==> config.mk <==
export PLATFORM = sky130hd
export DESIGN_NAME = host_write_port
export DESIGN_NICKNAME = d
export VERILOG_FILES = /design/src/verilog/pixel_pkg.sv /design/src/verilog/host_write_port.sv
export SDC_FILE = /design/constraint.sdc
export NUM_CORES = 1
export LEC_CHECK = 0
export BUFFER_PORTS_ARGS = -buffer_cell sky130_fd_sc_hd__buf_2
export CAP_MARGIN = 10
export CORE_MARGIN = 2
export CORE_UTILIZATION = 40
export CTS_CLUSTER_SIZE = 12
export DETAILED_ROUTE_END_ITERATION = 7
export PLACE_DENSITY = 0.76
export SYNTH_ARGS = -nofsm -noshare
export SYNTH_HDL_FRONTEND = slang
export SYNTH_SLANG_ARGS = --single-unit
==> constraint.sdc <==
create_clock -name clk_pix -period 3.95 [get_ports clk_pix]
set_clock_uncertainty 0.15 [all_clocks]
set_input_delay 0 -clock clk_pix [delete_from_list [all_inputs] [get_ports clk_pix]]
set_output_delay 0 -clock clk_pix [all_outputs]
set_load 0.01 [all_outputs]
==> src/verilog/pixel_pkg.sv <==
/* pixel and host write types
   palette index, rgb444 colour and the host write request */
package pixel_pkg;

    localparam int CIDX_W = 6;  // 64 palette entries

    typedef logic [CIDX_W-1:0] colour_idx_t;

    // 12 bit colour, r in the top nibble
    typedef struct packed {
        logic [3:0] r;
        logic [3:0] g;
        logic [3:0] b;
    } rgb_t;

    // which RAM a host write lands in
    typedef enum logic {
        WR_PALETTE = 1'b0,
        WR_FB      = 1'b1
    } wr_target_t;

    // held stable by the host while req is high
    typedef struct packed {
        wr_target_t  target;
        logic [16:0] addr;  // palette index or fb pixel address
        logic [11:0] data;  // rgb_t for palette, low 6 bits for fb
    } wr_req_t;

endpackage

==> src/verilog/host_write_port.sv <==
/* host write port
   four-phase req/ack slave, one write to palette or framebuffer per handshake */
`timescale 1ns/10ps

module host_write_port
    import pixel_pkg::*;
(
    input  logic        clk_pix,
    input  logic        reset,
    input  logic        req,
    input  wr_req_t     wr_req,
    output logic        ack,
    output logic        pal_we,
    output logic        fb_we,
    output logic [16:0] waddr,
    output logic [11:0] wdata
);

    typedef enum logic [1:0] {
        IDLE,      // waiting for req
        WRITE,     // write enable out this cycle
        ACK_HIGH,  // ack just raised
        WAIT_LOW   // ack held until req drops
    } state_t;

    state_t state;

    always_ff @(posedge clk_pix) begin
        if (reset) begin
            state  <= IDLE;
            pal_we <= 1'b0;
            fb_we  <= 1'b0;
        end else begin
            pal_we <= 1'b0;  // enables are single cycle
            fb_we  <= 1'b0;
            case (state)
                IDLE: if (req) begin
                    state  <= WRITE;
                    pal_we <= (wr_req.target == WR_PALETTE);
                    fb_we  <= (wr_req.target == WR_FB);
                end
                WRITE:    state <= ACK_HIGH;
                ACK_HIGH: state <= req ? WAIT_LOW : IDLE;
                WAIT_LOW: if (!req) state <= IDLE;  // ack falls next cycle
                default:  state <= IDLE;
            endcase
        end
    end

    // request captured once, on the first req cycle
    always_ff @(posedge clk_pix) begin
        if (state == IDLE && req) begin
            waddr <= wr_req.addr;
            wdata <= wr_req.data;
        end
    end

    assign ack = (state == ACK_HIGH) || (state == WAIT_LOW);

endmodule

# Yosys cells after proc, flatten, opt, wreduce, memory -nomap -nowiden
# Cells that the tools add are included.
# op_classes
eq_ne	5
mux	4
bitwise_logic	3
reduce_logical	5
# ops
cell	n
one-hot mux 2 bit (4 select lines)	1
2-to-1 mux 2 bit	3
equality test 2 bit (second input constant)	2
inequality test 2 bit (second input constant)	2
inverter 1 bit	3
OR reduction 3 bit	1
equality test 2 x 1 -> 1 bit (second input constant)	1
logical NOT 2 bit	1
AND reduction 2 bit	1
logical AND 1 bit	1
logical OR 1 bit	1
# totals
ff_bits	33
word_cells	22

# Depth between registers and ports, before layout
# logic_depth
word_depth	3
mapped_depth	2
depth_no_buf	2

# Worst setup path before layout
# OpenSTA, ideal clock, no wires.
# synth_path
kind	reg2reg
from	register state[1]
to	register waddr[0] (enable)
setup_time_ps	457
arrival_ps	2556
required_time_ps	3343
setup_slack_ps	786
path_stages_with_launch	2
n_path_buf	0
synth_period_minus_slack_ps	3164
cell_sequence	dfxtp_1 > nor3b_1
# synth_via
elab_chain_cells	2
# synth_lines
element	line_no	text
start: declaration	host_write_port.sv:26	state_t state;
start signal: assignment	host_write_port.sv:43	ACK_HIGH: state <= req ? WAIT_LOW : IDLE;
logical NOT 2 bit	host_write_port.sv:52	if (state == IDLE && req) begin
logical AND 1 bit	host_write_port.sv:52	
end signal: assignment	host_write_port.sv:53	waddr <= wr_req.addr;
end: declaration	host_write_port.sv:15	output logic [16:0] waddr,
# Every way passes these cells.
# A chain may end at the register's enable or synchronous reset.

# Final worst setup path
# layout_path
from	register state[1]
to	register waddr[2] (enable)
# Same word-level chain as after synthesis.

==> metrics.txt <==
Vias=756; largest net degree at the start of global routing=18; Via-to-Cell Ratio=4.25; critical-path maximum fanout=17; Overall Power=701 uW; die area=2970 um^2; crit path DAT=1910 ps; proportion of power drawn by the clock network=0.293; status=completed; clock latency on the worst-skew pair=320 ps; Crit path largest cell delay=810 ps; initial core utilization=0.415; Boundary Pins=65; # DRC=0; Hold Path Stages=2; critical-path cell list=nor3b_2, buf_4; Crit. End Element=register; Synthesis Warnings=0; Final Max Tran Viols=0; final non-filler cell total=178; CTS Buf Count=5; CTS tree=built; CTS clock-pin slew for the worst setup and hold paths=100 ps; Net Sw Power=145 uW; Die Wd=54.5 um; Avg Inst Size Synth=24.3 um^2; fin crit share=0.518; fmax=489 MHz; crit-path leading delay family=simple AND/OR/NAND/NOR gates; Hold Violations, Final=0; WL per Instance=11.9 um; hold path start=wr_req[8]; unrepaired setup endpoints after global routing=false; Max-Slew Margin vs Limit=0.364; critical path startpoint category=register; CTS max path bufs=2; first-pass GRT wire length=3.00 mm; clock root buffer=clkbuf_4; Post-DRT Antenna Nets=0; initial antenna violation count=0; register area share after synthesis=0.933; clock sinks=33; Routed WL=2.12 mm; Chip Height=54.5 um; Worst Hold Endpoint=wdata[8]; flops & latches, synth=33; GRT Util Overall=0.157; final setup fails=0; area grow syn2layout=76.2%; number of global-route vias before repair=709; Congestion Overflow GR=0; switch share=0.207; core area=2450 um^2; antenna cells=0; H-tree depth=2; initial drt markers=18; Sum Neg Setup Slack=0 ps; Comb pwr share=0.121; Seq pwr share=0.586; Reg-to-Reg Start=state[1]; ratio of cells with drive above 1 in the final layout=0.514; CP max stage cell=nor3b_2; Post-Syn Area=1020 um^2; I/O Buffers=64; type of the worst setup path=reg2reg; required time worst endpoint=3810 ps; post-synth cell types=11; Fill cells=180; GPL Wtd Cong=0.598; row count=18; PD cells=390 nW/um^2; Int Power=556 uW; Mapped Cells=42; fin nets=180; post-CTS setup buffers=0; drt pass-1 iters=4; syn nets=75; placed cell count=136; R2R setup slack=1910 ps; VDD IR max=285 uV; FF-to-FF End=waddr[2]; Final min period=2040 ps; HPWL Detailed=1.23 mm; Lkg Pwr=0.000782 uW; Max Cap Viol=0; R2R depth=2; Buf/Inv on CP=1; worst slew pin tran=949 ps; Hold Path Class=in2reg
==> flip-flops by register name, summed over array words and instances, names as in the netlist <==
register / cells
fb_we: 1
pal_we: 1
waddr: 17
state: 2
wdata: 12
==> worst reg2reg max path, stage by stage, from the launching register on <==
cell     delay (ps)
dfxtp_1         390
nor3b_2         810
buf_4           380
==> cell usage in the layout (no fill, tap or decap) <==
cell           netlist  layout
inv_1                1       1
clkinv_2             0       1
buf_4                0       1
buf_2                0      64
clkbuf_8             0       2
mux2i_1              1       1
edfxtp_1            29      29
dfxtp_1              4       4
nor4b_2              1       1
nand2b_4             1       1
nor4_1               1       1
clkbuf_4             0       5
a21oi_1              1       1
dlygate4sd3_1        0      34
nor3b_2              0       1
nor2_1               1       1
==> how the worst max path moves through the flow <==
stage             start        end  slack [ps]  cells past startpoint
2_1_floorplan  state[1]   waddr[0]         790                      1
5_1_grt        state[1]   waddr[2]        1810                      2
3_3_place_gp   state[1]  waddr[14]        1990                      2
4_1_cts        state[1]   waddr[9]        1870                      2
3_5_place_dp   state[1]   waddr[9]        1900                      2
6_report       state[1]   waddr[2]        1910                      2
==> synth_stat cells <==
master,instances,area [um^2]
nor4b_2,1,15.0
clkbuf_1,1,3.75
mux2i_1,1,10.0
dfxtp_1,4,80.1
nor3b_1,1,7.51
inv_1,1,3.75
nand2b_4,1,13.8
edfxtp_1,29,871
nor2_1,1,3.75
a21oi_1,1,5.00
nor4_1,1,6.26
==> per-stage QoR <==
stage          utilization  hold WS [ps]  worst slack, ps  cell area [um^2]
6_report             0.732           230             1910              1800
4_1_cts              0.732           219             1870              1800
3_5_place_dp         0.565          28.1             1900              1390
2_1_floorplan            -         -77.6              786              1020
3_3_place_gp         0.565          24.7             1990              1390
5_1_grt              0.732           209             1810              1800
==> per-layer routing <==
layer / vias to the layer above / routed length, um / GRT usage
li1: 372 / - / -
met1: 338 / 765 / 0.152
met2: 42 / 1150 / 0.287
met3: 4 / 189 / 0.0683
met4: 0 / 17 / 0.0625
met5: - / 0 / 0
==> cells by family (layout without fill, tap and decap cells) <==
logic type      Yosys count  count (layout)  share of synthesized area
flops                    33              33                      0.933
buf+inv                   2             108                    0.00735
mux                       1               1                    0.00982
compound gates            1               1                    0.00490
simple gates              5               5                     0.0454
==> power groups by stage <==
stage	registers (uW)	clock network, uW	logic, uW
after global placement	418	0	58.0
final	411	206	85.0
after floorplan	431	0	10.8
after CTS	410	210	84.6
after detailed placement	418	0	59.2
after global routing	413	230	92.6
==> what timing repair did <==
| item | CTS | global route |
|---|---|---|
| hold buffers | 34 | 0 |
| hold endpoints to repair | 33 | 0 |
| gates resized for setup | 0 | 0 |
==> cell type report <==
cell class | instances | area, um^2 | area share
Clock buffer | 7 | 65.1 | 0.0362
Clock inverter | 1 | 5.00 | 0.00279
Inverter | 1 | 3.75 | 0.00209
Multi-Input combinational cell | 7 | 66.3 | 0.0369
Sequential cell | 33 | 951 | 0.529
Tap cell | 30 | 37.5 | 0.0209
Timing Repair Buffer | 99 | 668 | 0.372
Power figures use the tool's default switching activity.
