==> config.mk <==
export PLATFORM = sky130hd
export DESIGN_NAME = video_out
export DESIGN_NICKNAME = d
export VERILOG_FILES = /design/src/verilog/video_pkg.sv /design/src/verilog/pixel_pkg.sv /design/src/verilog/video_out.sv
export SDC_FILE = /design/constraint.sdc
export NUM_CORES = 1
export LEC_CHECK = 0
export ABC_AREA = 1
export BUFFER_PORTS_ARGS = -buffer_cell sky130_fd_sc_hd__buf_2
export CORE_MARGIN = 2
export CORE_UTILIZATION = 30
export DETAILED_ROUTE_END_ITERATION = 7
export PLACE_DENSITY_LB_ADDON = 0.3
export SYNTH_ARGS = -nofsm -noshare
export SYNTH_HDL_FRONTEND = slang
export SYNTH_SLANG_ARGS = --single-unit
==> constraint.sdc <==
create_clock -name clk_pix -period 1 [get_ports clk_pix]
set_input_delay 0.2 -clock clk_pix [delete_from_list [all_inputs] [get_ports clk_pix]]
set_output_delay 0.2 -clock clk_pix [all_outputs]
set_load 0.05 [all_outputs]
==> src/verilog/video_pkg.sv <==
/* video geometry package
   default display timing values and the timing bundle shared by the display path */
package video_pkg;

    // screen coordinate, wide enough for any total
    typedef logic [15:0] cord_t;

    // 640x480 at 60 Hz defaults
    localparam int H_ACTIVE_DEF     = 640;
    localparam int H_TOTAL_DEF      = 800;
    localparam int H_SYNC_START_DEF = 656;
    localparam int H_SYNC_END_DEF   = 752;  // sync is [start, end)

    localparam int V_ACTIVE_DEF     = 480;
    localparam int V_TOTAL_DEF      = 525;
    localparam int V_SYNC_START_DEF = 490;
    localparam int V_SYNC_END_DEF   = 492;

    // framebuffer pixel replicated SCALE times in x and y
    localparam int SCALE_DEF        = 2;

    // one screen position plus its decoded strobes
    typedef struct packed {
        cord_t sx;     // horizontal position
        cord_t sy;     // vertical position
        logic  hsync;  // active high
        logic  vsync;  // active high
        logic  de;     // inside active area
    } timing_t;

endpackage

==> src/verilog/pixel_pkg.sv <==
/* pixel and host write types
   palette index, rgb444 colour and the host write request */
package pixel_pkg;

    localparam int CIDX_W = 6;  // 64 palette entries

    typedef logic [CIDX_W-1:0] colour_idx_t;

    // 12 bit colour, r in the top nibble
    typedef struct packed {
        logic [3:0] r;
        logic [3:0] g;
        logic [3:0] b;
    } rgb_t;

    // which RAM a host write lands in
    typedef enum logic {
        WR_PALETTE = 1'b0,
        WR_FB      = 1'b1
    } wr_target_t;

    // held stable by the host while req is high
    typedef struct packed {
        wr_target_t  target;
        logic [16:0] addr;  // palette index or fb pixel address
        logic [11:0] data;  // rgb_t for palette, low 6 bits for fb
    } wr_req_t;

endpackage

==> src/verilog/video_out.sv <==
/* video output stage
   delays sync and de two cycles to match the pixel path, blanks and registers colour */
`timescale 1ns/10ps

module video_out
    import video_pkg::*, pixel_pkg::*;
(
    input  logic    clk_pix,
    input  logic    reset,
    input  timing_t timing,
    input  rgb_t    pixel_rgb,  // one cycle behind timing
    output logic    hsync,
    output logic    vsync,
    output logic    de,
    output rgb_t    rgb
);

    logic hsync_d;  // first delay stage
    logic vsync_d;
    logic de_d;

    always_ff @(posedge clk_pix) begin
        if (reset) begin
            hsync_d <= 1'b0;
            vsync_d <= 1'b0;
            de_d    <= 1'b0;
            hsync   <= 1'b0;
            vsync   <= 1'b0;
            de      <= 1'b0;
            rgb     <= '0;
        end else begin
            hsync_d <= timing.hsync;
            vsync_d <= timing.vsync;
            de_d    <= timing.de;
            hsync   <= hsync_d;
            vsync   <= vsync_d;
            de      <= de_d;
            rgb     <= de_d ? pixel_rgb : '0;  // black in blanking
        end
    end

endmodule

### Word-level counts from Yosys, hierarchy flattened

Index checks and enable logic that the tools add are counted.

| cells by class | value |
|---|---|
| reductions and logical operators | 1 |
| bitwise operators | 1 |

Operator list:

| kind | count |
|---|---|
| OR reduction 2 bit | 1 |
| NOT 1 bit | 1 |

| storage, ports and cells | value |
|---|---|
| logic and storage cells | 11 |
| output and inout port bits | 15 |
| bits of input ports | 49 |
| bits in registers | 18 |

### Longest topological paths before layout

Gate-level depths: netlist of run 1.

| logic depth | value |
|---|---|
| depth in word-level cells | 2 |
| mapped depth | 4 |

### Worst setup path before layout of run 1

No wires, ideal clock.

| timing | value |
|---|---|
| path type | register to output |
| from | register de |
| to | output de |
| stages on the path, launching flop included | 1 |
| arrival | 587 ps |
| slack | 213 ps |
| cells stage by stage | dfxtp_1 |

RTL lines:

| element | RTL line | text |
|---|---|---|
| start, declared | video_out.sv:14 | `output logic de,` |
| start signal, assigned | video_out.sv:29 | `de <= 1'b0;` |
| start signal, assigned | video_out.sv:37 | `de <= de_d;` |

No word-level cell between the ends.

### Worst setup path in the final report of run 1

| timing | value |
|---|---|
| from | register rgb[2] in the netlist's numbering |
| to | output rgb[2] in the netlist's numbering |

RTL lines:

| element | RTL line | text |
|---|---|---|
| start, declared | video_out.sv:15 | `output rgb_t rgb` |
| start signal, assigned | video_out.sv:38 | `rgb <= de_d ? pixel_rgb : '0;` |

No word-level cell between the ends.

==> results of run 1 <==
synthesized netlist by cell type:
library cell and n:
buf_6 1, inv_2 1, nand2_2 1, inv_1 18, dfxtp_1 18, nor2_1 17
repair_timing:
item / CTS / global route
gates cloned: 0 / 0
endpoints found under the setup margin: 15 / 15
resized for setup: 21 / 32
setup buffers: 0 / 0
worst paths after layout:
path | start | end | slack, ns | cells past startpoint
max reg2reg | de_d$_SDFF_PP0_ | rgb[2]$_SDFF_PP0_ | 0.30 | 2
min reg2reg | vsync_d$_SDFF_PP0_ | vsync$_SDFF_PP0_ | 0.40 | 2
max | rgb[2]$_SDFF_PP0_ | rgb[2] | 0.03 | 1
min | pixel_rgb[4] | rgb[4]$_SDFF_PP0_ | 0.11 | 3
metal layers:
metal / up-vias / global-route usage / part of all wire
li1: 217 / - / -
met1: 172 / 0.0896 / 0.38
met2: 22 / 0.171 / 0.53
met3: 0 / 0.0400 / 0.091
met4: 0 / 0.0706 / 0
met5: - / 0 / 0
worst min-delay path, cell delays in order:
cell    delay (ns)
buf_2         0.09
inv_1         0.04
nor2_1        0.03
layout make-up:
type,instances,area share
multi-input combinational,18,0.0819
timing repair buffer,31,0.326
sequential,18,0.443
clock buffer,4,0.0424
tap,16,0.0234
inverter,19,0.0833
cells by family (layout without fill, tap and decap cells):
logic type / count (synthesis) / count (layout)
buf+inv: 20 / 54
flops: 18 / 18
simple gates: 18 / 18
sequential cells by signal, summed over array words and instances, names as in the netlist:
signal   count
hsync        1
rgb         12
de           1
vsync        1
de_d         1
hsync_d      1
vsync_d      1
power groups by stage:
stage / Sequential (mW) / Clock, mW / Combinational, mW
2_1_floorplan: 0.826 / 0 / 0.0297
5_1_grt: 0.757 / 0.491 / 0.185
3_3_place_gp: 0.762 / 0 / 0.141
3_5_place_dp: 0.762 / 0 / 0.143
6_report: 0.755 / 0.428 / 0.170
4_1_cts: 0.748 / 0.447 / 0.158
==> results by group, run 1 <==
Yosys
  • Simple-gate share of the synthesized area: 0.137
  • Area share of the largest cell type after synthesis: 0.702
  • Largest family of logic cells by synthesized area: buffers and inverters
  • Avg Inst Size Synth: 9.16 um2
  • Post-synth top area cell: dfxtp_1
  • Yosys warnings: 0
  • Adder-cell area share of the yosys netlist: 0
  • Distinct cell type count after synthesis: 6
  • Post-synthesis register bit count: 18
  • Top cells by area, synth: dfxtp_1, inv_1, nor2_1
  • Sequential-to-total area share from yosys stat: 0.702
  • Post-Synth XOR/XNOR Area: 0
  • Mapped Cells: 56
  • Synth Area in Compound Gates: 0
  • Synth Cell Area: 513 um2
  • Syn Nets: ~110
  • Mux cell area share after synthesis: 0

Finish
  • Final core occ: 0.549
  • Share of layout cells above drive strength 1: 0.578
  • Commonest non-fill, non-tap cell in the layout: inv_1
  • Layout net count: 140
  • Area of the multi-input gates: 70.1 um2
  • ANT cells: 0
  • Register area: 379 um2
  • Most frequent cells in the layout: inv_1, nor2_1, buf_2, dfxtp_2, buf_8
  • Final Non-Filler Cells: between 100 and 150
  • Area growth, synth to finish: 66.8%
  • Final Cell Area: 856 um2
  • Fillers: 149

Global routing
  • Largest net degree at the start of global routing: 14
  • Vias in the first global route: 356
  • Initial antenna violation count: 0
  • First-pass GRT wire length: 1360 um
  • Gr usage total: 0.0978
  • Global route overflow: 0

Setup path
  • Largest delay share family, worst path: flip-flops
  • Setup crit end kind: output pin
  • Worst path cell trace: buf_8
  • Arr. time, crit path: 0.77 ns
  • CP max stage delay: around 0.35 ns
  • CP max stage cell: dfxtp_2
  • CP required: 0.80 ns
  • Setup Crit Path Kind: reg -> out
  • Startpoint types: flop
  • Worst-path fanout max: 1
  • Crit path buffers/inverters: 1

Pwr
  • Final Power: 1.35 mW
  • P per Cell Area: 1580 mW/mm2
  • Part of the power in registers: 0.558
  • Switch Pwr: approximately 0.32 mW
  • Gate power share: 0.126
  • Int Power: 1.04 mW
  • Leakage: between 0.4 and 0.5 nW
  • Max IR drop VDD: 0.835 mV
  • Sw Ratio: 0.233
  • Clock power share: 0.316

STA
  • Unrepaired setup endpoints after global routing: true
  • Hold WS: 0.112 ns
  • Pins Over Slew Limit: 0
  • Setup_tns: 0 ns
  • # setup viols final: 0
  • Least-Margin Pin Slew: 0.232 ns
  • Worst rel slew slack: 0.845
  • Final min period: 0.972 ns
  • Final Hold Fails: 0
  • Final period utilization: 0.972
  • Maximum clock frequency: 1.03 GHz
  • Final WS setup: approximately 0.028 ns
  • Worst Clk Skew: between 0.001 and 0.0015 ns

Route
  • Routed Antenna Nets: 0
  • DR WL/cell: about 8.3 um
  • Post-DR vias/cell: 3.88
  • Initial DRC Count: 1
  • DR DRC count: 0
  • Total number of vias: 411
  • Routed wire length: 882 um
  • First drt pass iteration count: 4

Job
  • MaxCap Viol Count: 0

Clocking
  • Clock sinks: 18
  • Root Driver: clkbuf_4
  • TritonCTS clock tree: yes
  • CTS Hold Buffers Added: 0
  • TritonCTS buffer count: 3
  • Clk Latency, worst-skew pair: 0.28 ns
  • CTS Buffer Depth: 2
  • Clk pin slew, worst setup/hold paths: roughly 0.10 ns
  • H-tree Lvls: 1

Placement
  • Post-DP HPWL: slightly below 600 um
  • Pre-CTS setup slack: 0.208 ns
  • Placed cell count: 102
  • GPL Wtd Cong: between 0.5 and 0.6
  • Number of port buffers: 31
  • Placed Area: 677 um2

Die
  • Core area: 0.00156 mm2
  • Chip Height: about 45 um
  • Initial Util: 0.329
  • Num rows: 14
  • Die X: 45.4 um
  • Die area: 0.00206 mm2
  • Ports: 64

Outcome
  • Outcome: finished clean

Hold path
  • Hold Crit Class: in -> reg
No activity file was read; power rests on OpenSTA's default activity.
==> inputs of run 2 (changes only) <==
- MAX_ROUTING_LAYER: not set -> met4
==> run 2 against run 1 <==
  * Utilization unchanged
  * Clock skew about the same
  * Die area unchanged
  * Highest routed layer is now met4
  * Setup slack improved by 0.0011 ns
  * Global-route usage increased by 0.29 points
==> results by group, run 2 (same netlist as run 1, synthesis figures left out) <==
Outcome
  • Outcome: finished clean

Setup path
  • CP required: 0.80 ns
  • Worst-path fanout max: 1
  • Setup crit end kind: output pin
  • Setup Crit Path Kind: reg -> out
  • Arr. time, crit path: 0.77 ns
  • Crit. path cell count: 1
  • Reg2Reg Depth: 2
  • Worst path cell trace: buf_8
  • Crit path buffers/inverters: 1
  • CP max stage cell: dfxtp_2
  • Startpoint types: flop
  • CP max stage delay: 0.35 ns
  • Largest delay share family, worst path: flip-flops
  • FF-to-FF End: rgb[2]$_SDFF_PP0_
  • Launch point of the worst reg-to-reg path: de_d$_SDFF_PP0_
  • R2R Setup Slk: 0.30 ns

STA
  • Final min period: 0.970 ns
  • Setup_tns: 0 ns
  • Final Hold Fails: 0
  • Hold WS: 0.112 ns
  • Unrepaired setup endpoints after global routing: true
  • Final WS setup: 0.0295 ns
  • Maximum clock frequency: 1.03 GHz
  • Worst rel slew slack: 0.845
  • Pins Over Slew Limit: 0
  • # setup viols final: 0
  • Least-Margin Pin Slew: 0.232 ns
  • Worst Clk Skew: a little over 0.0008 ns
  • Final period utilization: 0.970

Global routing
  • Gr usage total: 0.101
  • Global route overflow: 0
  • Initial antenna violation count: 0
  • First-pass GRT wire length: 1350 um
  • Largest net degree at the start of global routing: 14
  • Vias in the first global route: ~360

Clocking
  • TritonCTS clock tree: yes
  • Root Driver: clkbuf_4
  • Clk pin slew, worst setup/hold paths: 0.10 ns
  • Clock sinks: 18
  • Clk Latency, worst-skew pair: approximately 0.28 ns
  • Post-CTS Setup Bufs: 0
  • TritonCTS buffer count: 3
  • H-tree Lvls: 1
  • CTS Buffer Depth: 2

Die
  • Num rows: 14
  • Die X: 45.4 um
  • Ports: 64
  • Core area: 0.00156 mm2
  • Initial Util: 0.329
  • Die area: roughly 0.0021 mm2
  • Chip Height: 45.4 um

Job
  • MaxCap Viol Count: 0

Placement
  • GPL Wtd Cong: 0.598
  • Post-DP HPWL: around 600 um
  • Pre-CTS setup slack: approximately 0.21 ns
  • Number of port buffers: 31
  • Placed cell count: 102

Finish
  • Share of layout cells above drive strength 1: 0.578
  • Final Non-Filler Cells: 106
  • Area growth, synth to finish: 66.8%
  • Register area: 379 um2
  • ANT cells: 0
  • Final core occ: 0.549
  • Layout net count: 140
  • Most frequent cells in the layout: inv_1, nor2_1, buf_2, dfxtp_2, buf_8
  • Max FFs per register: 12
  • Area of the multi-input gates: 70.1 um2
  • Commonest non-fill, non-tap cell in the layout: inv_1
  • Largest Register: rgb
  • Fillers: ~150

Pwr
  • Max IR drop VDD: 0.832 mV
  • P per Cell Area: 1580 mW/mm2
  • Leakage: 0.476 nW

Hold path
  • Hold Crit Class: in -> reg
  • Hold EP: vsync_d$_SDFF_PP0_
  • Hold depth: 3
  • Worst min-delay path startpoint: timing[1]

Route
  • Initial DRC Count: 1
  • Post-DR vias/cell: 3.92
  • First drt pass iteration count: 4
  • Total number of vias: 415
  • Routed Antenna Nets: 0
  • DR WL/cell: 8.38 um
  • DR DRC count: 0
  • Routed wire length: 888 um
[run 2: cell counts in the layout (fill, tap and decap cells not counted)]
No cell type changed its count.
[run 2: cell type report]
| cell class | instances | area share |
|---|---|---|
| flip-flops and latches | 18 | 0.443 |
| repair buffers | 31 | 0.326 |
| inverters | 19 | 0.0833 |
| multi-input cells | 18 | 0.0819 |
| clock buffers | 4 | 0.0424 |
| well taps | 16 | 0.0234 |
[run 2: power breakdown]
group	internal [mW]	switching, mW
sequential	0.744	0.0114
combinational	0.0728	0.0976
clock	0.221	0.205
[run 2: worst max path at each step]
| stage | start | endpoint | slack, ns |
|---|---|---|---|
| 2_1_floorplan | de$_SDFF_PP0_ | de | 0.21 |
| 3_3_place_gp | reset | rgb[9]$_SDFF_PP0_ | 0.22 |
| 3_5_place_dp | reset | rgb[2]$_SDFF_PP0_ | 0.21 |
| 4_1_cts | rgb[4]$_SDFF_PP0_ | rgb[4] | 0.001 |
| 5_1_grt | hsync$_SDFF_PP0_ | hsync | -0.02 |
| 6_report | rgb[2]$_SDFF_PP0_ | rgb[2] | 0.03 |
[run 2: metal layers]
metal	routed length, um	vias up	global-route usage	share of wire
met3	73	2	0.0360	0.082
met2	464	22	0.169	0.52
met1	345	173	0.0945	0.39
met5	0	-	-	0
li1	-	218	-	-
met4	4	0	0.0706	0.0045
[run 2: worst register-to-register path, delay by kind of cell (launching register included)]
| kind | cells | cell delay, ns |
|---|---|---|
| DFF | 1 | 0.32 |
| and+or+nand+nor | 2 | 0.27 |
[run 2: metrics by stage]
step / power [mW] / area, um2
floorplan: 0.856 / 513
global placement: 0.903 / 677
detailed placement: 0.905 / 677
CTS: 1.35 / 773
global route: 1.43 / 856
finish: 1.35 / 856
[run 2: what timing repair did]
action                                  in CTS  in global routing
hold buffers                                 0                  0
gates resized for setup                     21                 32
endpoints found under the setup margin      15                 15
pin swaps                                    0                  0
