--- config.mk ---
export PLATFORM = sky130hd
export DESIGN_NAME = line_fetch
export DESIGN_NICKNAME = d
export VERILOG_FILES = /design/src/verilog/video_pkg.sv /design/src/verilog/pixel_pkg.sv /design/src/verilog/line_fetch.sv
export SDC_FILE = /design/constraint.sdc
export NUM_CORES = 1
export LEC_CHECK = 0
export BUFFER_PORTS_ARGS = -buffer_cell sky130_fd_sc_hd__buf_2
export CAP_MARGIN = 20
export CORE_MARGIN = 2
export CORE_UTILIZATION = 47
export DETAILED_ROUTE_END_ITERATION = 8
export GPL_ROUTABILITY_DRIVEN = 0
export GPL_TIMING_DRIVEN = 0
export PLACE_DENSITY = 0.76
export SYNTH_ARGS = -nofsm -noshare
export SYNTH_HDL_FRONTEND = slang
export SYNTH_SLANG_ARGS = --single-unit
--- constraint.sdc ---
create_clock -name clk_pix -period 2.7 [get_ports clk_pix]
set_input_delay 0.54 -clock clk_pix [delete_from_list [all_inputs] [get_ports clk_pix]]
set_output_delay 0.54 -clock clk_pix [all_outputs]
set_load 0.05 [all_outputs]
--- src/verilog/video_pkg.sv ---
/* video geometry package
   default display timing values and the timing bundle shared by the display path */
package video_pkg;

    // screen coordinate, wide enough for any total
    typedef logic [15:0] cord_t;

    // 640x480 at 60 Hz defaults
    localparam int H_ACTIVE_DEF     = 640;
    localparam int H_TOTAL_DEF      = 800;
    localparam int H_SYNC_START_DEF = 656;
    localparam int H_SYNC_END_DEF   = 752;  // sync is [start, end)

    localparam int V_ACTIVE_DEF     = 480;
    localparam int V_TOTAL_DEF      = 525;
    localparam int V_SYNC_START_DEF = 490;
    localparam int V_SYNC_END_DEF   = 492;

    // framebuffer pixel replicated SCALE times in x and y
    localparam int SCALE_DEF        = 2;

    // one screen position plus its decoded strobes
    typedef struct packed {
        cord_t sx;     // horizontal position
        cord_t sy;     // vertical position
        logic  hsync;  // active high
        logic  vsync;  // active high
        logic  de;     // inside active area
    } timing_t;

endpackage

--- src/verilog/pixel_pkg.sv ---
/* pixel and host write types
   palette index, rgb444 colour and the host write request */
package pixel_pkg;

    localparam int CIDX_W = 6;  // 64 palette entries

    typedef logic [CIDX_W-1:0] colour_idx_t;

    // 12 bit colour, r in the top nibble
    typedef struct packed {
        logic [3:0] r;
        logic [3:0] g;
        logic [3:0] b;
    } rgb_t;

    // which RAM a host write lands in
    typedef enum logic {
        WR_PALETTE = 1'b0,
        WR_FB      = 1'b1
    } wr_target_t;

    // held stable by the host while req is high
    typedef struct packed {
        wr_target_t  target;
        logic [16:0] addr;  // palette index or fb pixel address
        logic [11:0] data;  // rgb_t for palette, low 6 bits for fb
    } wr_req_t;

endpackage

--- src/verilog/line_fetch.sv ---
/* line fetch sequencer
   reads one framebuffer row per scaled line, maps it through the palette
   and fills the line buffer bank chosen by row parity */
`timescale 1ns/10ps

module line_fetch
    import video_pkg::*, pixel_pkg::*;
#(
    parameter int  V_ACTIVE  = V_ACTIVE_DEF,
    parameter int  V_TOTAL   = V_TOTAL_DEF,
    parameter int  SCALE     = SCALE_DEF,
    parameter int  FB_W      = H_ACTIVE_DEF / SCALE_DEF,
    parameter int  FB_ADDR_W = 17,
    localparam int LB_ADDR_W = $clog2(FB_W)
) (
    input  logic                 clk_pix,
    input  logic                 reset,
    input  timing_t              timing,
    output logic [FB_ADDR_W-1:0] fb_raddr,
    input  colour_idx_t          fb_rdata,
    output colour_idx_t          pal_raddr,
    input  rgb_t                 pal_rdata,
    output logic                 lb_we,
    output logic [LB_ADDR_W-1:0] lb_waddr,
    output rgb_t                 lb_wdata,
    output logic                 lb_bank
);

    localparam int SUB_W = $clog2(SCALE + 1);

    cord_t                next_y;      // line after the current one
    logic [SUB_W-1:0]     nsub_q;      // scale phase of next_y, from last line start
    logic [SUB_W-1:0]     nsub;
    logic                 fetch_start;
    logic [FB_ADDR_W-1:0] row_base_q;  // base of the last fetched row
    logic [FB_ADDR_W-1:0] new_base;
    logic                 bank_q;
    logic                 new_bank;
    logic                 busy;        // issuing fb reads
    logic [LB_ADDR_W-1:0] pix_cnt;
    logic [FB_ADDR_W-1:0] rd_addr_q;
    logic                 v1;          // fb data valid
    logic                 v2;          // palette data valid
    logic [LB_ADDR_W-1:0] wa1;
    logic [LB_ADDR_W-1:0] wa2;

    always_comb begin
        next_y = (timing.sy == cord_t'(V_TOTAL - 1)) ? '0 : timing.sy + 1'b1;
        if (next_y == '0) begin
            nsub = '0;  // frame restart
        end else if (nsub_q == SUB_W'(SCALE - 1)) begin
            nsub = '0;
        end else begin
            nsub = nsub_q + 1'b1;
        end
        // only the first line of each scaled row needs a fetch
        fetch_start = (timing.sx == '0) && (next_y < cord_t'(V_ACTIVE)) && (nsub == '0);
        new_base    = (next_y == '0) ? '0 : row_base_q + FB_ADDR_W'(FB_W);
        new_bank    = (next_y == '0) ? 1'b0 : ~bank_q;  // row parity
    end

    always_ff @(posedge clk_pix) begin
        if (reset) begin
            nsub_q     <= '0;  // line 0 phase
            row_base_q <= '0;
            bank_q     <= 1'b0;
            busy       <= 1'b0;
            pix_cnt    <= '0;
            rd_addr_q  <= '0;
            v1         <= 1'b0;
            v2         <= 1'b0;
        end else begin
            if (timing.sx == '0) nsub_q <= nsub;
            if (fetch_start) begin
                busy       <= 1'b1;
                pix_cnt    <= '0;
                rd_addr_q  <= new_base;
                row_base_q <= new_base;
                bank_q     <= new_bank;
            end else if (busy) begin
                pix_cnt   <= pix_cnt + 1'b1;
                rd_addr_q <= rd_addr_q + 1'b1;
                if (pix_cnt == LB_ADDR_W'(FB_W - 1)) busy <= 1'b0;  // last pixel issued
            end
            v1 <= busy;  // fb read latency
            v2 <= v1;    // palette read latency
        end
    end

    // buffer address follows the data through both RAM reads
    always_ff @(posedge clk_pix) begin
        wa1 <= pix_cnt;
        wa2 <= wa1;
    end

    assign fb_raddr  = rd_addr_q;
    assign pal_raddr = fb_rdata;  // index straight into the palette
    assign lb_we     = v2;
    assign lb_waddr  = wa2;
    assign lb_wdata  = pal_rdata;
    assign lb_bank   = bank_q;    // fixed for the whole fetch

endmodule

[Yosys cells after proc, flatten, opt, wreduce, memory -nomap -nowiden]
Cells that the tools add are included.
Operators by class
  add/sub/neg operators: 5
  $lt $le $gt $ge: 1
  eq/ne operators: 3
  muxes and demuxes: 10
  bitwise operators: 1
  reduce and logical (&&, ||, !) cells: 7
Operators with widths (number)
  $mux 17: 3
  $logic_not 16->1: 2
  $add 17x1->17 const B: 1
  $add 17x9->17 const B: 1
  $add 16x1->16 const B: 1
  $eq 16x10->1 const B: 1
  $lt 16x9->1 const B: 1
  $mux 16: 1
  $add 9x1->9 const B: 1
  $eq 9x9->1 const B: 1
  $mux 1: 4
  $mux 2: 2
  $add 2x1->2 const B: 1
  $eq 2x1->1 const B: 1
  $logic_and 1x1->1: 2
  $logic_not 2->1: 1
  $reduce_bool 2->1: 1
  $reduce_or 2->1: 1
  $not 1->1: 1
Storage, ports and cells
  register bits after elaboration: 67
  input bits: 55
  output and inout port bits: 46
  logic and storage cells: 37

[Depth between registers and ports, before layout]
Gate-level depths: netlist of run 1.
  depth after elaboration: 7
  gate-level depth with buffers: 13
  depth with buffers taken out: 9

[Worst setup path after synthesis of run 1]
OpenSTA, ideal clock, no wires.
  kind: input to register
  from: input port timing[3] (netlist name)
  to: register rd_addr_q[7] (netlist: fb_raddr[7])
  library setup time: 0.121 ns
  arrival: 2.731 ns
  data required time: 2.579 ns
  path slack: -0.152 ns
  cell stages on the path: 12
  buffers on the path: 4
  cell sequence: ha_1 -> buf_2 -> nand4_1 -> nor4_2 -> mux2i_1 -> or4_4 -> buf_6 -> a211o_1 -> buf_6 -> buf_6 -> a22oi_1 -> nor2_1
On the way
  cells in the longest elaborated chain, start to end: 7
  elaborated cells on any way between the ends: 12
Ends and longest elaborated chain
  start, declared: line line_fetch.sv:18  | input timing_t timing,
  $add 16x1->16 or $eq 16x10->1 (tied branches): line line_fetch.sv:48  | next_y = (timing.sy == cord_t'(V_TOTAL - 1)) ? '0 : timing.sy + 1'b1;
  $mux 16 *: line line_fetch.sv:48
  parallel branches: the longest is 5 deep, another holds $lt 16x9->1
  end signal, assigned: line line_fetch.sv:77  | rd_addr_q <= new_base;
  end signal, assigned: line line_fetch.sv:82  | rd_addr_q <= rd_addr_q + 1'b1;
  end, declared: line line_fetch.sv:41  | logic [FB_ADDR_W-1:0] rd_addr_q;
Mark *: on every way between the ends.
A chain may end at the register's enable or synchronous reset.

[Worst setup path in the final report of run 1]
  from: input port timing[3] (netlist name)
  to: register row_base_q[6]
On the way
  cells in the longest elaborated chain, start to end: 6
  elaborated cells on any way between the ends: 10
Ends and longest elaborated chain
  $add 16x1->16 or $eq 16x10->1 (tied branches): line line_fetch.sv:48
  $mux 16 *: line line_fetch.sv:48
  parallel branches: the longest is 4 deep, another holds $lt 16x9->1
  end signal, assigned: line line_fetch.sv:78  | row_base_q <= new_base;
  end, declared: line line_fetch.sv:35  | logic [FB_ADDR_W-1:0] row_base_q;
Marks and branches as above.

==> flow_metrics.tcl, run 1 <==
set metrics [dict create \
    die_w_microns 90.0 \
    p_switching_uw 520 \
    hold_viol_final 0 \
    io_pins 101 \
    postRouteWirelength_microns 8710 \
    fillers 595 \
    critPathKind "primary input to flip-flop" \
    coreArea_sq_um 7210 \
    antenna_cells 0 \
    crit_fanout 8 \
    combPwrFrac 0.096 \
    holdPathEnd "lb_waddr[0]" \
    power.total_mw 2.12 \
    start_util 0.482 \
    p_leak_nw 1.92 \
    cp.required_ns 2.92 \
    die_area_sq_um 8100 \
    start_kind "primary input" \
    wl_per_cell_microns 14.2 \
    rsz0062_at_grt "yes" \
    grt_use_total 0.211 \
    grt_max_degree 13 \
    switching_share 0.246 \
    synth_edf_count 0 \
    port_buffers 75 \
    synthFlopType "dfxtp_1" \
    dr.pass1.iters 5 \
    p_per_area_nw_per_um2 465 \
    cp_cell_sequence "buf_6, buf_6, inv_2, ha_2, nor3b_2, and4_4, a21oi_2, or4_4, buf_8, a211o_1, buf_6, clkbuf_16, mux2i_1, nor2_1" \
    period_share 0.984 \
    hold_depth 0 \
    end_kind "flip-flop" \
    period_needed_ns 2.66 \
    cts_tree "yes" \
    synth_cell_types 62 \
    path_common_cell "buf_6" \
    final_antenna_net_count 0 \
    rrSetupSlack_ns 0.57 \
    dp_hpwl_microns 6030 \
    cts_buffers 9 \
    h-tree-depth 3 \
    power.share.sequential 0.459 \
    report.final.setup_viol 0 \
    vias 3421 \
    viasPerCell 5.56 \
    clockBufferDepth 2 \
    clk_pin_slew_worst_paths_ns 0.07 \
    hold_start "wa1[0]" \
    insertion_delay_ns 0.35 \
    layout-drive-gt1-share 0.343 \
    placed_cells 577 \
    ir_worst_vdd_v 0.000212 \
    ys_ff_latch 66 \
    maxSlewHeadroom 0.610 \
    stdcell_count 615 \
    fin_nets 571 \
    grt_pass1_wl_microns 14100 \
    worst_pin_slew_ns 0.584 \
    cap_viol_max_count 0 \
    die_h_microns 90.0 \
    crit-reg2reg-launch "fb_raddr[2]" \
    crit_arrival_ns 2.88 \
    drc 0 \
    async_flop_share 0 \
    p_int_mw 1.60 \
    clockRootBuffer "clkbuf_8" \
    overflow 0 \
    skew_ns 0.00658 \
    outcome "finished, final reports clean" \
    core.rowCount 31 \
    clock_sinks 66 \
    p_clk_frac 0.445 \
    syn_nets 463 \
    netlist_area_sq_um 3480 \
    grt_pass1_vias 3070 \
    syn_area_per_cell_sq_um 8.63 \
    cp_slowest_stage_delay_ns 0.53 \
    ys_seq_area_frac 0.380 \
    rr_worst_depth 7 \
    initialDrtViolationCount 196 \
    synth_cells 403 \
    hp-class "flip-flop to flip-flop" \
    fmax_mhz 376 \
    report.final.slew_viol_count 0 \
    r2r-end "fb_raddr[13]" \
    yosysWarnings 0 \
    critPathSlowestCell "or4_4" \
    area_growth_pct 31.0 \
    antenna_found_initial 0 \
]
-- synth_stat cells, drive strengths merged (7+ instances only) --
cell    number  area share
a21oi       14       0.020
a22oi        8       0.017
and2        11       0.020
buf         32       0.069
clkbuf       8      0.0086
dfxtp       66        0.38
inv          8      0.0086
mux2i        8       0.023
nand2       37       0.041
nand3       26       0.037
nand4       13       0.028
nor2        40       0.043
nor3         7       0.010
nor4        12       0.032
o21ai       13       0.022
xnor2       10       0.025
xor2        10       0.025
-- critical path, delay by kind of cell --
family,cells,cell delay (ns)
muxes,1,0.12
buffers and inverters,6,0.75
and+or+nand+nor,4,0.97
adders and majority gates,1,0.14
AOI/OAI and AO/OA,2,0.34
-- state kept, by name, summed over array words and instances, names as in the netlist, 9 cells and up --
name	count
pix_cnt	9
wa1	9
lb_waddr	9
row_base_q	17
fb_raddr	17
-- through the flow --
| stage | hold slack (ns) | area, sq um | TNS, ns | utilization | setup WS, ns |
|---|---|---|---|---|---|
| 2_1_floorplan | 0.310 | 3520 | -0.140 | - | -0.0266 |
| 3_3_place_gp | 0.310 | 4020 | -16.49 | 0.557 | -0.559 |
| 3_5_place_dp | 0.312 | 4020 | -19.38 | 0.557 | -0.635 |
| 4_1_cts | 0.330 | 4360 | 0 | 0.604 | 0.00366 |
| 5_1_grt | 0.332 | 4560 | -0.379 | 0.632 | -0.0544 |
| 6_report | 0.329 | 4560 | 0 | 0.632 | 0.0424 |
-- layout make-up --
type	count	area [sq um]	area share
plain buffers	39	293	0.0643
clock buffers	10	138	0.0302
clock inverters	6	90.1	0.0198
inverters	8	30.0	0.00659
multi-input cells	289	1950	0.428
flip-flops and latches	66	1320	0.290
well taps	99	124	0.0272
repair buffers	98	612	0.134
-- per-layer routing --
| layer | global-route usage | part of all wire | up-vias | routed length (microns) |
|---|---|---|---|---|
| met5 | 0 | 0 | - | 0 |
| met4 | 0.100 | 0.023 | 0 | 198 |
| met3 | 0.0436 | 0.066 | 25 | 571 |
| met2 | 0.358 | 0.49 | 145 | 4280 |
| met1 | 0.255 | 0.42 | 1586 | 3660 |
| li1 | - | - | 1665 | - |
-- power groups by stage --
stage | clock [mW] | combinational [mW] | sequential [mW]
3_5_place_dp | 0 | 0.192 | 0.995
4_1_cts | 0.949 | 0.194 | 0.973
6_report | 0.942 | 0.204 | 0.973
2_1_floorplan | 0 | 0.135 | 0.995
5_1_grt | 0.988 | 0.219 | 0.972
3_3_place_gp | 0 | 0.188 | 0.995
-- how the worst max path moves through the flow --
stage	from	end	slack [ns]
after CTS	timing[4]	fb_raddr[13]	0.004
after global routing	timing[4]	row_base_q[6]	-0.05
final	timing[3]	row_base_q[6]	0.04
after detailed placement	timing[4]	fb_raddr[13]	-0.63
after floorplan	timing[3]	fb_raddr[3]	-0.03
after global placement	timing[4]	fb_raddr[14]	-0.56
-- cells by family after synthesis --
kind of cell               count (synthesis)  synth area share
xor gates and xnor gates                  20            0.0504
adders and majority gates                  5            0.0180
muxes                                      9            0.0263
DFF                                       66             0.380
AOI/OAI and AO/OA                         75             0.158
and+or+nand+nor                          180             0.282
buffers and inverters                     48            0.0860
-- what timing repair did --
action	4_1_cts	5_1_grt
pin swaps	6	15
resized for setup	8	19
gates cloned	0	1
hold endpoints to repair	0	0
hold buffers	0	0
endpoints found under the setup margin	30	32
setup buffers	9	14
-- layout by cell type (no fill, tap or decap), drive strengths merged, types with 7 or more instances in the layout --
cell and instances:
xnor2 10, a21oi 14, clkbuf 19, xor2 10, dfxtp 66, nor4 12, nand2 37, and2 11
nor3 7, a22oi 8, mux2i 8, nor2 40, nand3 26, o21ai 13, buf 128, nand4 13
inv 8
Note: power is estimated with default switching activity, not from simulation.
==> inputs of run 2 (changes only) <==
--- a/config.mk
+++ b/config.mk
@@ -12,7 +12,7 @@
 export DETAILED_ROUTE_END_ITERATION = 8
 export GPL_ROUTABILITY_DRIVEN = 0
 export GPL_TIMING_DRIVEN = 0
-export PLACE_DENSITY = 0.76
+export PLACE_DENSITY_LB_ADDON = 0.2
 export SYNTH_ARGS = -nofsm -noshare
 export SYNTH_HDL_FRONTEND = slang
 export SYNTH_SLANG_ARGS = --single-unit
==> run 2 against run 1 <==
Net effect: hold slack worse by 0.0056 ns; wire length is 3.1% higher; total power is 4.3% lower; sequential cell count stayed put.
==> flow_metrics.tcl, run 2 (same netlist as run 1, synthesis figures left out) <==
set metrics [dict create \
    grt_pass1_vias 3106 \
    rsz0062_at_grt "yes" \
    insertion_delay_ns 0.34 \
    fillers 629 \
    die_h_microns 90.0 \
    p_int_mw 1.51 \
    end_kind "flip-flop" \
    die_area_sq_um 8100 \
    start_kind "primary input" \
    overflow 0 \
    holdPathEnd "lb_waddr[2]" \
    wl_per_cell_microns 14.6 \
    report.final.slew_viol_count 0 \
    initialDrtViolationCount 157 \
    vias 3404 \
    period_share 0.996 \
    grt_max_degree 13 \
    area_growth_pct 30.7 \
    clock_sinks 66 \
    fin_area_sq_um 4550 \
    antenna_found_initial 0 \
    startpoint "timing[6]" \
    postRouteWirelength_microns 8980 \
    p_switching_uw 521 \
    critPathKind "primary input to flip-flop" \
    final_cell_mix "buf_2, dfxtp_1, buf_4" \
    clockBufferDepth 2 \
    maxSlewHeadroom 0.620 \
    fmax_mhz 372 \
    cts_buffers 9 \
    skew_ns 0.00964 \
    switching_share 0.257 \
    rr_worst_depth 7 \
    r2r-end "fb_raddr[13]" \
    outcome "finished, final reports clean" \
    worst_pin_slew_ns 0.571 \
    cp.required_ns 2.96 \
    combPwrFrac 0.103 \
    stdcell_count 615 \
    cts_hold_buf 0 \
    fin_nets 571 \
    dp_hpwl_microns 6280 \
    crit_arrival_ns 2.95 \
    cap_viol_max_count 0 \
    core.rowCount 31 \
    cts_tree "yes" \
    hp-class "flip-flop to flip-flop" \
    coreArea_sq_um 7210 \
    crit-reg2reg-launch "fb_raddr[2]" \
    ir_worst_vdd_v 0.000249 \
    grt_pass1_wl_microns 14600 \
    clockRootBuffer "clkbuf_8" \
    placed_cells 577 \
    layout-drive-gt1-share 0.347 \
    io_pins 101 \
    drc 0 \
    grt_use_total 0.217 \
    start_util 0.482 \
    antenna_cells 0 \
    final_common_cell "buf_2" \
    die_w_microns 90.0 \
    hold_start "wa1[2]" \
    final_core_util 0.630 \
    final_antenna_net_count 0 \
    report.final.setup_viol 0 \
    power.share.sequential 0.480 \
    period_needed_ns 2.69 \
    p_per_area_nw_per_um2 446 \
    hold_viol_final 0 \
    viasPerCell 5.53 \
    port_buffers 75 \
    rrSetupSlack_ns 0.62 \
    clk_pin_slew_worst_paths_ns 0.08 \
    p_clk_frac 0.417 \
    crit_fanout 10 \
    dr.pass1.iters 4 \
    post_dp_cell_area_sq_um 4020 \
    hold_depth 0 \
    p_leak_nw 1.91 \
    h-tree-depth 3 \
]
==> run 2: changes by cell type in the layout (fill, tap and decap cells not counted), sizes merged <==
cell | before | now
clkinvlp | 1 | 0
bufinv | 2 | 1
clkinv | 3 | 5
==> run 2: repair_timing <==
| item | in CTS | in global routing |
|---|---|---|
| buffers inserted | 11 | 10 |
| cloned | 0 | 2 |
| setup endpoints to repair | 30 | 44 |
| pin swaps | 6 | 14 |
| gates resized for setup | 8 | 28 |
==> run 2: final cells by class <==
cell class | instances | area (sq um) | share of cell area
Buffer | 39 | 303 | 0.0666
Clock buffer | 10 | 138 | 0.0303
Clock inverter | 6 | 66.3 | 0.0146
Inverter | 8 | 30.0 | 0.00660
Multi-Input combinational cell | 289 | 1990 | 0.437
Sequential cell | 66 | 1320 | 0.291
Tap cell | 99 | 124 | 0.0272
Timing Repair Buffer | 98 | 579 | 0.127
==> run 2: layer usage <==
layer | track usage | vias to the layer above | part of all wire
li1 | - | 1670 | -
met1 | 0.274 | 1585 | 0.44
met2 | 0.375 | 139 | 0.49
met3 | 0.0411 | 10 | 0.064
met4 | 0.0679 | 0 | 0.012
met5 | 0 | - | 0
==> run 2: worst max-delay path, stage by stage <==
cell      delay, ns
buf_2          0.08
buf_4          0.15
nand4_1        0.21
buf_4          0.21
or4_1          0.51
a21oi_2        0.18
or4_4          0.16
buf_8          0.13
a211o_1        0.17
buf_6          0.17
buf_4          0.12
o211ai_1       0.10
a221oi_2       0.22
==> run 2: stage by stage <==
step / hold slack (ns) / power (mW) / setup TNS, ns / setup slack, ns
6_report: 0.324 / 2.03 / 0 / 0.0112
5_1_grt: 0.333 / 2.11 / -0.144 / -0.0183
4_1_cts: 0.324 / 2.03 / -0.0242 / -0.0242
3_5_place_dp: 0.312 / 1.19 / -18.90 / -0.664
3_3_place_gp: 0.310 / 1.18 / -17.52 / -0.588
2_1_floorplan: 0.310 / 1.13 / -0.140 / -0.0266
==> run 2: worst max-delay path by stage <==
stage                           endpoint
after CTS                   fb_raddr[14]
final                       fb_raddr[15]
after global placement      fb_raddr[14]
after detailed placement    fb_raddr[14]
after global routing      row_base_q[12]
after floorplan              fb_raddr[3]
==> run 2: power groups by stage <==
stage	Combinational [mW]	Clock, mW	Sequential [mW]
after detailed placement	0.192	0	0.995
after global placement	0.189	0	0.995
after CTS	0.194	0.864	0.972
after floorplan	0.135	0	0.995
final	0.210	0.845	0.973
after global routing	0.225	0.908	0.972
